===== src/common/pinmux_settings.svh =====
// Pinmux sizing, tick divider and register map macros
`ifndef PINMUX_SETTINGS_SVH
`define PINMUX_SETTINGS_SVH

// ------------------------------
// Sizing
// ------------------------------
`define PINMUX_NUM_PADS     16
`define PINMUX_NUM_PWM      4
`define PINMUX_DATA_W       32
`define PINMUX_ADDR_W       8
`define PINMUX_CNT_W        16
// Clocks per PWM tick, kept small for simulation
`define PINMUX_TICK_DIV     4

// ------------------------------
// Register map
// ------------------------------
`define PINMUX_PAD_OUT      8'h00
`define PINMUX_PAD_DIR      8'h04
`define PINMUX_PWM_SEL      8'h08
`define PINMUX_PAD_IN       8'h0C
`define PINMUX_PWM_BASE     8'h40
`define PINMUX_PWM_STRIDE   8
// Offsets within one channel
`define PINMUX_PWM_CTRL_OFF 0
`define PINMUX_PWM_HIGH_OFF 4
// Address bit picking the register group
`define PINMUX_BLK_BIT      6
// Enable position in the channel control word
`define PINMUX_CTRL_EN_BIT  31

`endif

===== src/common/pinmux_pkg.sv =====
// Pinmux types: APB request and response, PWM write and config, select enums
`default_nettype none

package pinmux_pkg;

   `include "pinmux_settings.svh"

   // ------------------------------
   // APB
   // ------------------------------
   typedef struct packed {
      logic                       psel;
      logic                       penable;
      logic                       pwrite;
      logic [`PINMUX_ADDR_W-1:0]  paddr;
      logic [`PINMUX_DATA_W-1:0]  pwdata;
   } apb_req_t;

   typedef struct packed {
      logic [`PINMUX_DATA_W-1:0]  prdata;
      logic                       pready;
      logic                       pslverr;
   } apb_rsp_t;

   // Register group, from the block address bit
   typedef enum logic {
      BLK_PAD = 1'b0,
      BLK_PWM = 1'b1
   } blk_sel_e;

   // Register inside one PWM channel
   typedef enum logic {
      PWM_REG_CTRL = 1'b0,
      PWM_REG_HIGH = 1'b1
   } pwm_reg_e;

   // ------------------------------
   // PWM channel
   // ------------------------------
   // Write into one channel
   // enable carries the control word enable bit
   typedef struct packed {
      logic                       we;
      pwm_reg_e                   reg_sel;
      logic                       enable;
      logic [`PINMUX_CNT_W-1:0]   wdata;
   } pwm_wr_t;

   // Channel register contents for readback
   typedef struct packed {
      logic                       enable;
      logic [`PINMUX_CNT_W-1:0]   period;
      logic [`PINMUX_CNT_W-1:0]   high;
   } pwm_cfg_t;

endpackage

`default_nettype wire


===== src/verilog/pinmux_top.sv =====
// Pinmux top: register block, tick generator, PWM channel array and pad multiplexer
`timescale 1ns/1ps
`default_nettype none
`include "pinmux_settings.svh"

module pinmux_top (
   input  logic                          mclk,
   input  logic                          reset_i,
   // APB register port
   input  pinmux_pkg::apb_req_t          apb_req_i,
   output pinmux_pkg::apb_rsp_t          apb_rsp_o,
   // Pads
   input  logic [`PINMUX_NUM_PADS-1:0]   pad_in_i,
   output logic [`PINMUX_NUM_PADS-1:0]   pad_out_o,
   output logic [`PINMUX_NUM_PADS-1:0]   pad_oen_o
);
   import pinmux_pkg::*;

   // Channel register traffic
   pwm_cfg_t [`PINMUX_NUM_PWM-1:0]   pwm_cfg;
   pwm_wr_t  [`PINMUX_NUM_PWM-1:0]   pwm_wr;
   // Waveforms and pad select
   logic     [`PINMUX_NUM_PWM-1:0]   pwm_wfm;
   logic     [`PINMUX_NUM_PWM-1:0]   pwm_sel;
   // Software pad registers
   logic     [`PINMUX_NUM_PADS-1:0]  pad_out;
   logic     [`PINMUX_NUM_PADS-1:0]  pad_dir;
   // Shared time base
   logic                             tick;

   // ------------------------------
   // Register block
   // ------------------------------
   pinmux_apb_regs u_apb_regs (
      .mclk       (mclk      ),
      .reset_i    (reset_i   ),
      .apb_req_i  (apb_req_i ),
      .apb_rsp_o  (apb_rsp_o ),
      .pad_in_i   (pad_in_i  ),
      .pwm_cfg_i  (pwm_cfg   ),
      .pwm_wr_o   (pwm_wr    ),
      .pad_out_o  (pad_out   ),
      .pad_dir_o  (pad_dir   ),
      .pwm_sel_o  (pwm_sel   )
   );

   // ------------------------------
   // PWM
   // ------------------------------
   pwm_tick_gen u_tick_gen (
      .mclk       (mclk      ),
      .reset_i    (reset_i   ),
      .tick_o     (tick      )
   );

   // One channel per waveform, channel c feeds pad c
   for (genvar c = 0; c < `PINMUX_NUM_PWM; c++) begin : g_pwm
      pwm_channel u_pwm_channel (
         .mclk       (mclk        ),
         .reset_i    (reset_i     ),
         .tick_i     (tick        ),
         .pwm_wr_i   (pwm_wr[c]   ),
         .pwm_cfg_o  (pwm_cfg[c]  ),
         .pwm_wfm_o  (pwm_wfm[c]  )
      );
   end

   // ------------------------------
   // Pad multiplexer
   // ------------------------------
   pad_mux u_pad_mux (
      .pwm_wfm_i  (pwm_wfm   ),
      .pwm_sel_i  (pwm_sel   ),
      .pad_out_i  (pad_out   ),
      .pad_dir_i  (pad_dir   ),
      .pad_out_o  (pad_out_o ),
      .pad_oen_o  (pad_oen_o )
   );

endmodule

`default_nettype wire


===== src/verilog/pinmux_apb_regs.sv =====
// APB slave with block decode, pad registers, input synchronizer and read mux
`timescale 1ns/1ps
`default_nettype none
`include "pinmux_settings.svh"

module pinmux_apb_regs (
   input  logic                                       mclk,
   input  logic                                       reset_i,
   input  pinmux_pkg::apb_req_t                       apb_req_i,
   output pinmux_pkg::apb_rsp_t                       apb_rsp_o,
   input  logic [`PINMUX_NUM_PADS-1:0]                pad_in_i,
   input  pinmux_pkg::pwm_cfg_t [`PINMUX_NUM_PWM-1:0] pwm_cfg_i,
   output pinmux_pkg::pwm_wr_t  [`PINMUX_NUM_PWM-1:0] pwm_wr_o,
   output logic [`PINMUX_NUM_PADS-1:0]                pad_out_o,
   output logic [`PINMUX_NUM_PADS-1:0]                pad_dir_o,
   output logic [`PINMUX_NUM_PWM-1:0]                 pwm_sel_o
);
   import pinmux_pkg::*;

   localparam int NP      = `PINMUX_NUM_PADS;
   localparam int NC      = `PINMUX_NUM_PWM;
   localparam int DW      = `PINMUX_DATA_W;
   localparam int AW      = `PINMUX_ADDR_W;
   localparam int CW      = `PINMUX_CNT_W;
   localparam int BLK_BIT = `PINMUX_BLK_BIT;

   logic           access;
   logic           upper_ok;
   blk_sel_e       blk_sel;
   logic [AW-1:0]  pwm_off;
   logic [AW-1:0]  ch_idx;
   logic [AW-1:0]  ch_off;
   pwm_reg_e       reg_sel;
   logic           hit_pad_out;
   logic           hit_pad_dir;
   logic           hit_pwm_sel;
   logic           hit_pad_in;
   logic           hit_pwm;
   logic           addr_err;
   logic           wr_err;
   logic           wr_en;
   logic [NP-1:0]  pad_out_q;
   logic [NP-1:0]  pad_dir_q;
   logic [NC-1:0]  pwm_sel_q;
   logic [NP-1:0]  pad_in_s1;
   logic [NP-1:0]  pad_in_s2;
   pwm_cfg_t       sel_cfg;
   logic [DW-1:0]  rdata;

   // ------------------------------
   // Address decode
   // ------------------------------
   // Access phase only, setup phase does nothing
   assign access   = apb_req_i.psel & apb_req_i.penable;
   assign blk_sel  = apb_req_i.paddr[BLK_BIT] ? BLK_PWM : BLK_PAD;
   // Bits above the group bit must be clear
   assign upper_ok = (apb_req_i.paddr[AW-1:BLK_BIT+1] == '0);

   // Pad group, full offset match
   assign hit_pad_out = upper_ok && (blk_sel == BLK_PAD) && (apb_req_i.paddr == `PINMUX_PAD_OUT);
   assign hit_pad_dir = upper_ok && (blk_sel == BLK_PAD) && (apb_req_i.paddr == `PINMUX_PAD_DIR);
   assign hit_pwm_sel = upper_ok && (blk_sel == BLK_PAD) && (apb_req_i.paddr == `PINMUX_PWM_SEL);
   assign hit_pad_in  = upper_ok && (blk_sel == BLK_PAD) && (apb_req_i.paddr == `PINMUX_PAD_IN);

   // PWM group, channel index and word inside the channel
   assign pwm_off = apb_req_i.paddr - `PINMUX_PWM_BASE;
   assign ch_idx  = pwm_off / `PINMUX_PWM_STRIDE;
   assign ch_off  = pwm_off % `PINMUX_PWM_STRIDE;
   assign reg_sel = (ch_off == `PINMUX_PWM_HIGH_OFF) ? PWM_REG_HIGH : PWM_REG_CTRL;
   assign hit_pwm = upper_ok && (blk_sel == BLK_PWM) && (ch_idx < NC) &&
                    ((ch_off == `PINMUX_PWM_CTRL_OFF) || (ch_off == `PINMUX_PWM_HIGH_OFF));

   // Error cases: nothing mapped, or a write to the read-only input word
   assign addr_err = ~(hit_pad_out | hit_pad_dir | hit_pwm_sel | hit_pad_in | hit_pwm);
   assign wr_err   = apb_req_i.pwrite & hit_pad_in;
   assign wr_en    = access & apb_req_i.pwrite & ~addr_err & ~wr_err;

   // ------------------------------
   // Pad group registers
   // ------------------------------
   always_ff @(posedge mclk) begin
      if (reset_i) begin
         pad_out_q <= '0;
         pad_dir_q <= '0;
         pwm_sel_q <= '0;
      end else if (wr_en) begin
         if (hit_pad_out) begin
            pad_out_q <= apb_req_i.pwdata[NP-1:0];
         end
         if (hit_pad_dir) begin
            pad_dir_q <= apb_req_i.pwdata[NP-1:0];
         end
         if (hit_pwm_sel) begin
            pwm_sel_q <= apb_req_i.pwdata[NC-1:0];
         end
      end
   end

   assign pad_out_o = pad_out_q;
   assign pad_dir_o = pad_dir_q;
   assign pwm_sel_o = pwm_sel_q;

   // Two-flop synchronizer on the pad inputs
   always_ff @(posedge mclk) begin
      if (reset_i) begin
         pad_in_s1 <= '0;
         pad_in_s2 <= '0;
      end else begin
         pad_in_s1 <= pad_in_i;
         pad_in_s2 <= pad_in_s1;
      end
   end

   // ------------------------------
   // PWM write routing
   // ------------------------------
   always_comb begin
      for (int c = 0; c < NC; c++) begin
         // Strobe only for the addressed channel
         pwm_wr_o[c].we      = wr_en & hit_pwm & (ch_idx == c);
         pwm_wr_o[c].reg_sel = reg_sel;
         pwm_wr_o[c].enable  = apb_req_i.pwdata[`PINMUX_CTRL_EN_BIT];
         pwm_wr_o[c].wdata   = apb_req_i.pwdata[CW-1:0];
      end
   end

   // ------------------------------
   // Read data
   // ------------------------------
   // Addressed channel config, zero when out of range
   always_comb begin
      sel_cfg = '0;
      for (int c = 0; c < NC; c++) begin
         if (ch_idx == c) begin
            sel_cfg = pwm_cfg_i[c];
         end
      end
   end

   always_comb begin
      rdata = '0;
      if (hit_pad_out) begin
         rdata[NP-1:0] = pad_out_q;
      end else if (hit_pad_dir) begin
         rdata[NP-1:0] = pad_dir_q;
      end else if (hit_pwm_sel) begin
         rdata[NC-1:0] = pwm_sel_q;
      end else if (hit_pad_in) begin
         rdata[NP-1:0] = pad_in_s2;
      end else if (hit_pwm && (reg_sel == PWM_REG_CTRL)) begin
         // Enable on top, period in the low half
         rdata[`PINMUX_CTRL_EN_BIT] = sel_cfg.enable;
         rdata[CW-1:0]              = sel_cfg.period;
      end else if (hit_pwm) begin
         rdata[CW-1:0] = sel_cfg.high;
      end
   end

   // No wait states, response only in the access cycle
   always_comb begin
      apb_rsp_o.pready  = access;
      apb_rsp_o.pslverr = access & (addr_err | wr_err);
      apb_rsp_o.prdata  = (access & ~apb_req_i.pwrite & ~addr_err) ? rdata : '0;
   end

endmodule

`default_nettype wire


===== src/verilog/pad_mux.sv =====
// Per-pad choice between PWM waveform and software output, with output enables
`timescale 1ns/1ps
`default_nettype none
`include "pinmux_settings.svh"

module pad_mux (
   input  logic [`PINMUX_NUM_PWM-1:0]   pwm_wfm_i,
   input  logic [`PINMUX_NUM_PWM-1:0]   pwm_sel_i,
   input  logic [`PINMUX_NUM_PADS-1:0]  pad_out_i,
   input  logic [`PINMUX_NUM_PADS-1:0]  pad_dir_i,
   output logic [`PINMUX_NUM_PADS-1:0]  pad_out_o,
   output logic [`PINMUX_NUM_PADS-1:0]  pad_oen_o
);

   localparam int NP = `PINMUX_NUM_PADS;
   localparam int NC = `PINMUX_NUM_PWM;

   // ------------------------------
   // Pads with a PWM channel
   // ------------------------------
   for (genvar p = 0; p < NP; p++) begin : g_pad
      if (p < NC) begin : g_pwm_pad
         // Selected waveform always drives the pad
         assign pad_out_o[p] = pwm_sel_i[p] ? pwm_wfm_i[p] : pad_out_i[p];
         assign pad_oen_o[p] = pwm_sel_i[p] ? 1'b0 : ~pad_dir_i[p];
      end else begin : g_sw_pad
         // Software pad only
         // oen is active low, dir 1 means output
         assign pad_out_o[p] = pad_out_i[p];
         assign pad_oen_o[p] = ~pad_dir_i[p];
      end
   end

endmodule

`default_nettype wire


===== src/pwm/pwm_channel.sv =====
// One PWM channel: control and high registers, period counter, registered waveform
`timescale 1ns/1ps
`default_nettype none
`include "pinmux_settings.svh"

module pwm_channel (
   input  logic                 mclk,
   input  logic                 reset_i,
   input  logic                 tick_i,
   input  pinmux_pkg::pwm_wr_t  pwm_wr_i,
   output pinmux_pkg::pwm_cfg_t pwm_cfg_o,
   output logic                 pwm_wfm_o
);
   import pinmux_pkg::*;

   localparam int CW = `PINMUX_CNT_W;

   logic           enable_q;
   logic [CW-1:0]  period_q;
   logic [CW-1:0]  high_q;
   logic [CW-1:0]  cnt_q;
   logic           run;
   logic           wfm_q;

   // ------------------------------
   // Config registers
   // ------------------------------
   always_ff @(posedge mclk) begin
      if (reset_i) begin
         enable_q <= 1'b0;
         period_q <= '0;
         high_q   <= '0;
      end else if (pwm_wr_i.we) begin
         if (pwm_wr_i.reg_sel == PWM_REG_CTRL) begin
            enable_q <= pwm_wr_i.enable;
            period_q <= pwm_wr_i.wdata;
         end else begin
            high_q   <= pwm_wr_i.wdata;
         end
      end
   end

   assign pwm_cfg_o.enable = enable_q;
   assign pwm_cfg_o.period = period_q;
   assign pwm_cfg_o.high   = high_q;

   // ------------------------------
   // Period counter
   // ------------------------------
   // Zero period counts as stopped
   assign run = enable_q && (period_q != '0);

   always_ff @(posedge mclk) begin
      if (reset_i) begin
         cnt_q <= '0;
      end else if (!run) begin
         cnt_q <= '0;
      end else if (tick_i) begin
         // Also wraps if period was lowered under the count
         if (cnt_q >= period_q - 1'b1) begin
            cnt_q <= '0;
         end else begin
            cnt_q <= cnt_q + 1'b1;
         end
      end
   end

   // High while count under the high value
   always_ff @(posedge mclk) begin
      if (reset_i) begin
         wfm_q <= 1'b0;
      end else begin
         wfm_q <= run && (cnt_q < high_q);
      end
   end

   assign pwm_wfm_o = wfm_q;

endmodule

`default_nettype wire


===== src/pwm/pwm_tick_gen.sv =====
// Prescaler giving a one-cycle tick every PINMUX_TICK_DIV clocks
`timescale 1ns/1ps
`default_nettype none
`include "pinmux_settings.svh"

module pwm_tick_gen (
   input  logic  mclk,
   input  logic  reset_i,
   output logic  tick_o
);

   localparam int DIV = `PINMUX_TICK_DIV;
   // At least one bit, even for a divide by one
   localparam int DW  = (DIV > 1) ? $clog2(DIV) : 1;

   logic [DW-1:0] div_cnt_q;
   logic          wrap;

   // Last count of the window
   assign wrap = (div_cnt_q == DW'(DIV - 1));

   // Free-running divider from reset release
   always_ff @(posedge mclk) begin
      if (reset_i) begin
         div_cnt_q <= '0;
      end else if (wrap) begin
         div_cnt_q <= '0;
      end else begin
         div_cnt_q <= div_cnt_q + 1'b1;
      end
   end

   // Shared time base for every channel
   assign tick_o = wrap;

endmodule

`default_nettype wire


===== config.mk =====
export PLATFORM = sky130hd
export DESIGN_NAME = pinmux_top
export DESIGN_NICKNAME = d
export VERILOG_FILES = /design/src/common/pinmux_pkg.sv /design/src/verilog/pinmux_top.sv /design/src/verilog/pinmux_apb_regs.sv /design/src/verilog/pad_mux.sv /design/src/pwm/pwm_channel.sv /design/src/pwm/pwm_tick_gen.sv
export VERILOG_INCLUDE_DIRS = /design/src /design/src/common
export SDC_FILE = /design/constraint.sdc
export NUM_CORES = 1
export LEC_CHECK = 0
export ABC_AREA = 1
export ABC_CLOCK_PERIOD_IN_PS = 3400
export BUFFER_PORTS_ARGS = -buffer_cell sky130_fd_sc_hd__buf_2
export CAP_MARGIN = 20
export CORE_AREA = 2 2 217 219
export CTS_BUF_LIST = sky130_fd_sc_hd__clkbuf_16
export CTS_CLUSTER_DIAMETER = 60
export DETAILED_ROUTE_END_ITERATION = 6
export DIE_AREA = 0 0 219 221
export GPL_TIMING_DRIVEN = 0
export PLACE_DENSITY = 0.48
export SLEW_MARGIN = 20
export SYNTH_ARGS = -nofsm -noshare
export SYNTH_HDL_FRONTEND = slang
export SYNTH_SLANG_ARGS = --single-unit

===== constraint.sdc =====
create_clock -name mclk -period 3.4 [get_ports mclk]
set_input_delay 0.34 -clock mclk [delete_from_list [all_inputs] [get_ports mclk]]
set_output_delay 0.34 -clock mclk [all_outputs]
set_load 0.1 [all_outputs]

After elaboration in Yosys (flattened, before gate mapping)
Index checks and enable logic that the tools add are counted.
- $add $sub $neg: 10
- $lt $le $gt $ge: 9
- equality and inequality tests: 8
- mux-type cells: 31
- bitwise operators: 44
- reduce and logical (&&, ||, !) cells: 41
- operator list (cell ; count):
    $mux W16 ; 9
    $mux W33 ; 4
    $add A16 B1 Y16 const B ; 4
    $ge A16 B16 Y1 ; 4
    $lt A16 B16 Y1 ; 4
    $reduce_bool A16 Y1 ; 4
    $sub A16 B1 Y16 const B ; 4
    $mux W32 ; 1
    $not A1 Y1 ; 26
    $logic_not A8 Y1 ; 3
    $reduce_and A2 Y1 ; 11
    $logic_and A1 B1 Y1 ; 17
    $eq A8 B4 Y1 const B ; 2
    $mux W1 ; 15
    $and A1 B1 Y1 ; 13
    $mux W12 ; 1
    $eq A5 B2 Y1 const B ; 2
    $reduce_or A2 Y1 ; 5
    $eq A8 B3 Y1 const B ; 1
    $sub A8 B7 Y8 const B ; 1
    $eq A5 B1 Y1 const B ; 1
    $lt A5 B3 Y1 const B ; 1
    $or A1 B1 Y1 ; 5
    $mux W4 ; 1
    other kinds (4) ; 4
- bits in registers: 270
- bits of input ports: 61
- output and inout bits: 66
- logic and storage cells: 169

Logic depth before layout (Yosys ltp)
- word-level depth: 13
- depth in mapped cells: 21
- mapped depth without buffers: 20

Cells and area by module
From an unflattened synthesis, not the netlist that was laid out.
- cell total of the unflattened synthesis: 2444
- area, all modules: 17653.2 um^2
- by module, submodules not included (module ; instances ; cells each ; area each (um^2) ; sequential area each (um^2)):
    pwm_channel (g_pwm[1].u_pwm_channel ...) ; 2 ; 409 ; 3108.0 ; 1001.0
    pinmux_apb_regs ; 1 ; 783 ; 5134.9 ; 1361.3
    pwm_channel (g_pwm[0].u_pwm_channel) ; 1 ; 406 ; 3061.7 ; 1001.0
    pwm_channel (g_pwm[3].u_pwm_channel) ; 1 ; 384 ; 2955.3 ; 1001.0
    pad_mux ; 1 ; 44 ; 210.2 ; 0.0
    pwm_tick_gen ; 1 ; 9 ; 75.1 ; 40.0

Worst setup path after synthesis
Ideal clock, no wire load.
- kind: in2out
- from: input apb_req_i[38] (netlist bit)
- to: output apb_rsp_o[4] (netlist bit)
- arrival: 3.143 ns
- required time: 3.060 ns
- path slack: -0.083 ns
- stages: 14
- path buffers: 2
- cells stage by stage: inv_1 > ha_1 > buf_2 > nand2_1 > nor2_2 > buf_2 > nand2_1 > nand3_1 > nand2_1 > nand2_1 > nand3_1 > nand2_1 > nand2_1 > a21oi_1
- RTL lines (element ; RTL line ; text):
    start: declaration ; pinmux_top.sv:10 ; input pinmux_pkg::apb_req_t apb_req_i,
    end: declaration ; pinmux_top.sv:11 ; output pinmux_pkg::apb_rsp_t apb_rsp_o,

==> results.py <==
metrics = {
    "sta": {
        "finalClockSkew_ns": 0.0375,
        "hold_violations": 0,
        "finalSetupViolations": 0,
        "period_share_pct": 96.6,
        "fmax_ghz": 0.305,
        "maxSlewHeadroom_pct": 20.0,
        "setup_ws_ns": 0.116,
        "min_period_ns": 3.28,
        "tightest_slew_ns": 1.20,
        "slew_violations": 0,
    },
    "run_status": {
        "outcome": "completed",
    },
    "global_routing": {
        "grt_max_degree": 17,
        "grt_pass1_vias": 14600,
        "grt_first_pass_wirelength_mm": 88.9,
        "met1_usage_pct": 33.4,
        "antenna_found_initial": 2,
        "use_met2_pct": 38.4,
        "met3_usage_pct": 2.93,
        "grt.overflow.total": 0,
        "track_usage_pct": 24.3,
        "busiest_layer": "met2",
    },
    "logic_synthesis": {
        "synth_top_area_share_pct": 33.9,
        "synth_fa_ha_area_share_pct": 10.6,
        "synth_top_family_by_area": "simple AND/OR/NAND/NOR gates",
        "synth_compound_area_share_pct": 18.0,
        "synth_cell_types": 42,
        "synth_seq_area_share_pct": 33.9,
        "synthXorXnorAreaFrac_pct": 4.78,
        "yosys.area_share.simple_pct": 21.8,
        "ys_warn_count": 0,
        "synth_top_cell_by_area": "dfxtp_1",
        "netlist_top_cells_area": "dfxtp_1 (34%), ha_1 (11%), a21oi_1 (9.2%)",
        "synthCells": 2294,
        "avgSynthCellArea_um2": 6.95,
        "synth-seq-cells": 270,
        "synthMuxAreaShare_pct": 0,
        "syn-cell-area_um2": 16000,
    },
    "placed_design": {
        "port_buffers": 83,
        "dp_slack_ns": -0.469,
        "dpl.hpwl_mm": 45.9,
        "gp_congestion": 0.993,
        "placed_cell_area_um2": 17300,
    },
    "setup_path": {
        "worstPathMaxFanout": 10,
        "critical_path_class": "input pin to output port",
        "crit_arrival_ns": 2.94,
        "r2r_setup_slack_ns": 0.26,
        "crit_path_end_kind": "output port",
        "cp-start-kind": "input pin",
        "cp.required_ns": 3.06,
    },
    "clocking": {
        "htree_levels": 2,
        "numCtsBuffers": 39,
        "cts_buffer_depth": 3,
        "clk-insertion-delay-late_ns": 0.56,
        "root_buffer": "clkbuf_16",
        "cts_sinks": 270,
        "clkTransAtPathRegs_ns": 0.05,
        "cts_tree": "done",
    },
    "finish": {
        "area_growth_pct": 18.9,
        "final_common_cell": "nand2_1",
        "fin_area_um2": 19000,
        "layout-drive-gt1-share_pct": 12.9,
        "final_cell_mix": "nand2_1 (333), nor2_1 (288), a21oi_1 (278)",
        "nets": 2655,
    },
    "drt": {
        "num_vias": 15600,
        "ant_nets": 0,
        "drtIter0Drc": 1477,
        "drc_errors": 0,
        "viasPerCell": 5.05,
        "firstDrtPassIters": 6,
        "routed_wl_mm": 59.7,
        "wl_per_cell_um": 19.3,
    },
    "floorplanning": {
        "rows": 79,
        "start_util_pct": 34.6,
        "num_io_pins": 127,
        "die_w_um": 219,
        "fp.dieH_um": 221,
        "die_area_um2": 48400,
        "coreArea_um2": 46100,
    },
    "power": {
        "power_mw": 7.62,
        "power.density_nw_per_um2": 402,
        "p_leak_nw": 8.29,
        "ir_worst_vdd_mv": 0.361,
    },
    "run": {
        "cap_viol_max_count": 0,
    },
    "worst_hold_path": {
        "hp-class": "input pin to flop",
    },
}
-- path summary, 6_finish.rpt --
check / start / endpoint / cells after the start
hold / removal: apb_req_i[3] / g_pwm[1].u_pwm_channel.period_q[3]$_SDFFE_PP0P_ / 3
setup / recovery: apb_req_i[38] / apb_rsp_o[9] / 16
hold reg to reg: u_apb_regs.pad_in_s1[14]$_SDFF_PP0_ / u_apb_regs.pad_in_s2[14]$_SDFF_PP0_ / 2
setup reg to reg: g_pwm[2].u_pwm_channel.period_q[0]$_SDFFE_PP0P_ / g_pwm[2].u_pwm_channel.cnt_q[12]$_SDFFE_PP0P_ / 18
-- synth_stat cells, drive strengths merged --
| library cell | number |
|---|---|
| o21bai | 2 |
| or3 | 1 |
| nand2 | 338 |
| xor2 | 71 |
| nor4b | 1 |
| nor2 | 308 |
| nand3 | 98 |
| buf | 92 |
| conb | 1 |
| or2 | 4 |
| inv | 288 |
| nor4 | 8 |
| clkinv | 1 |
| ha | 135 |
| a21o | 2 |
| a211oi | 1 |
| o21a | 7 |
| nor3b | 1 |
| nand3b | 1 |
| a21oi | 295 |
| a31oi | 1 |
| o211ai | 13 |
| o22ai | 3 |
| clkbuf | 41 |
| xnor2 | 16 |
| a31o | 1 |
| dfxtp | 270 |
| o21ai | 230 |
| nand4 | 36 |
| nor3 | 26 |
| o31ai | 2 |
-- logic make-up (layout without fill, tap and decap cells) --
| logic type | after synthesis | count (layout) |
|---|---|---|
| AND/OR/NAND/NOR | 822 | 823 |
| AO/OA/AOI/OAI | 557 | 557 |
| buffers and inverters | 422 | 601 |
| flip-flops | 270 | 270 |
| adder cells (fa/ha/maj) | 135 | 135 |
| XOR/XNOR | 87 | 87 |
| other | 1 | 16 |
-- report_power, final --
| part | internal (mW) | switching, mW | total [mW] | leakage (nW) |
|---|---|---|---|---|
| logic | 0.103 | 0.350 | 0.453 | 5.50 |
| clock network | 2.35 | 1.63 | 3.98 | 0.611 |
| registers | 3.19 | 0.00636 | 3.19 | 2.18 |
-- timing repair --
item                                   4_1_cts  5_1_grt
buffers inserted                             0       10
pin swaps                                    0       11
gates cloned                                 0        1
endpoints found under the hold margin       16        0
hold buffers                                16        0
resized for setup                           21       43
setup endpoints to repair                   58       65
-- per-stage QoR --
stage / utilization, % / cells / TNS [ns] / hold slack, ns
detailed placement: 37.5 / 2999 / -16.95 / 0.392
global placement: 37.4 / 2998 / -17.46 / 0.390
global route: 41.2 / 3096 / -0.290 / 0.128
floorplan: - / 2308 / 0 / 0.388
finish: 41.2 / 3096 / 0 / 0.0955
CTS: 40.7 / 3084 / 0 / 0.0835
-- critical path, stage by stage --
cell     delay, ns
buf_2         0.14
inv_1         0.08
ha_1          0.33
buf_2         0.22
nand2_1       0.09
nor2_2        0.26
buf_2         0.25
nand2_1       0.07
nand3_1       0.17
nand2_1       0.09
nand2_1       0.08
nand2_1       0.06
nand2_1       0.09
nand2_1       0.09
a21oi_2       0.13
buf_2         0.44
-- flip-flops by register name, summed over array words and instances, names as in the netlist --
signal / flops
u_apb_regs.pad_dir_o: 16
u_apb_regs.pad_in_s2: 16
u_apb_regs.pad_in_s1: 16
g_pwm.u_pwm_channel.period_q: 64
u_tick_gen.div_cnt_q: 2
u_apb_regs.pad_out_o: 16
g_pwm.u_pwm_channel.pwm_wfm_o: 4
g_pwm.u_pwm_channel.enable_q: 4
u_apb_regs.pwm_sel_o: 4
g_pwm.u_pwm_channel.high_q: 64
g_pwm.u_pwm_channel.cnt_q: 64
-- routing by layer --
| metal | vias to the layer above | share of wire (%) |
|---|---|---|
| li1 | 7831 | - |
| met1 | 7206 | 46 |
| met2 | 476 | 45 |
| met3 | 113 | 5.2 |
| met4 | 0 | 4.0 |
| met5 | - | 0 |
-- final cells by class --
class	count	area, um^2
clock buffer	39	976
timing repair buffer	110	683
buffer	132	678
clock inverter	31	275
multi-input combinational	1617	9090
tap	607	759
fill	4890	27100
inverter	289	1090
antenna	1	2.50
sequential	270	5410
No activity file was read; power rests on OpenSTA's default activity.
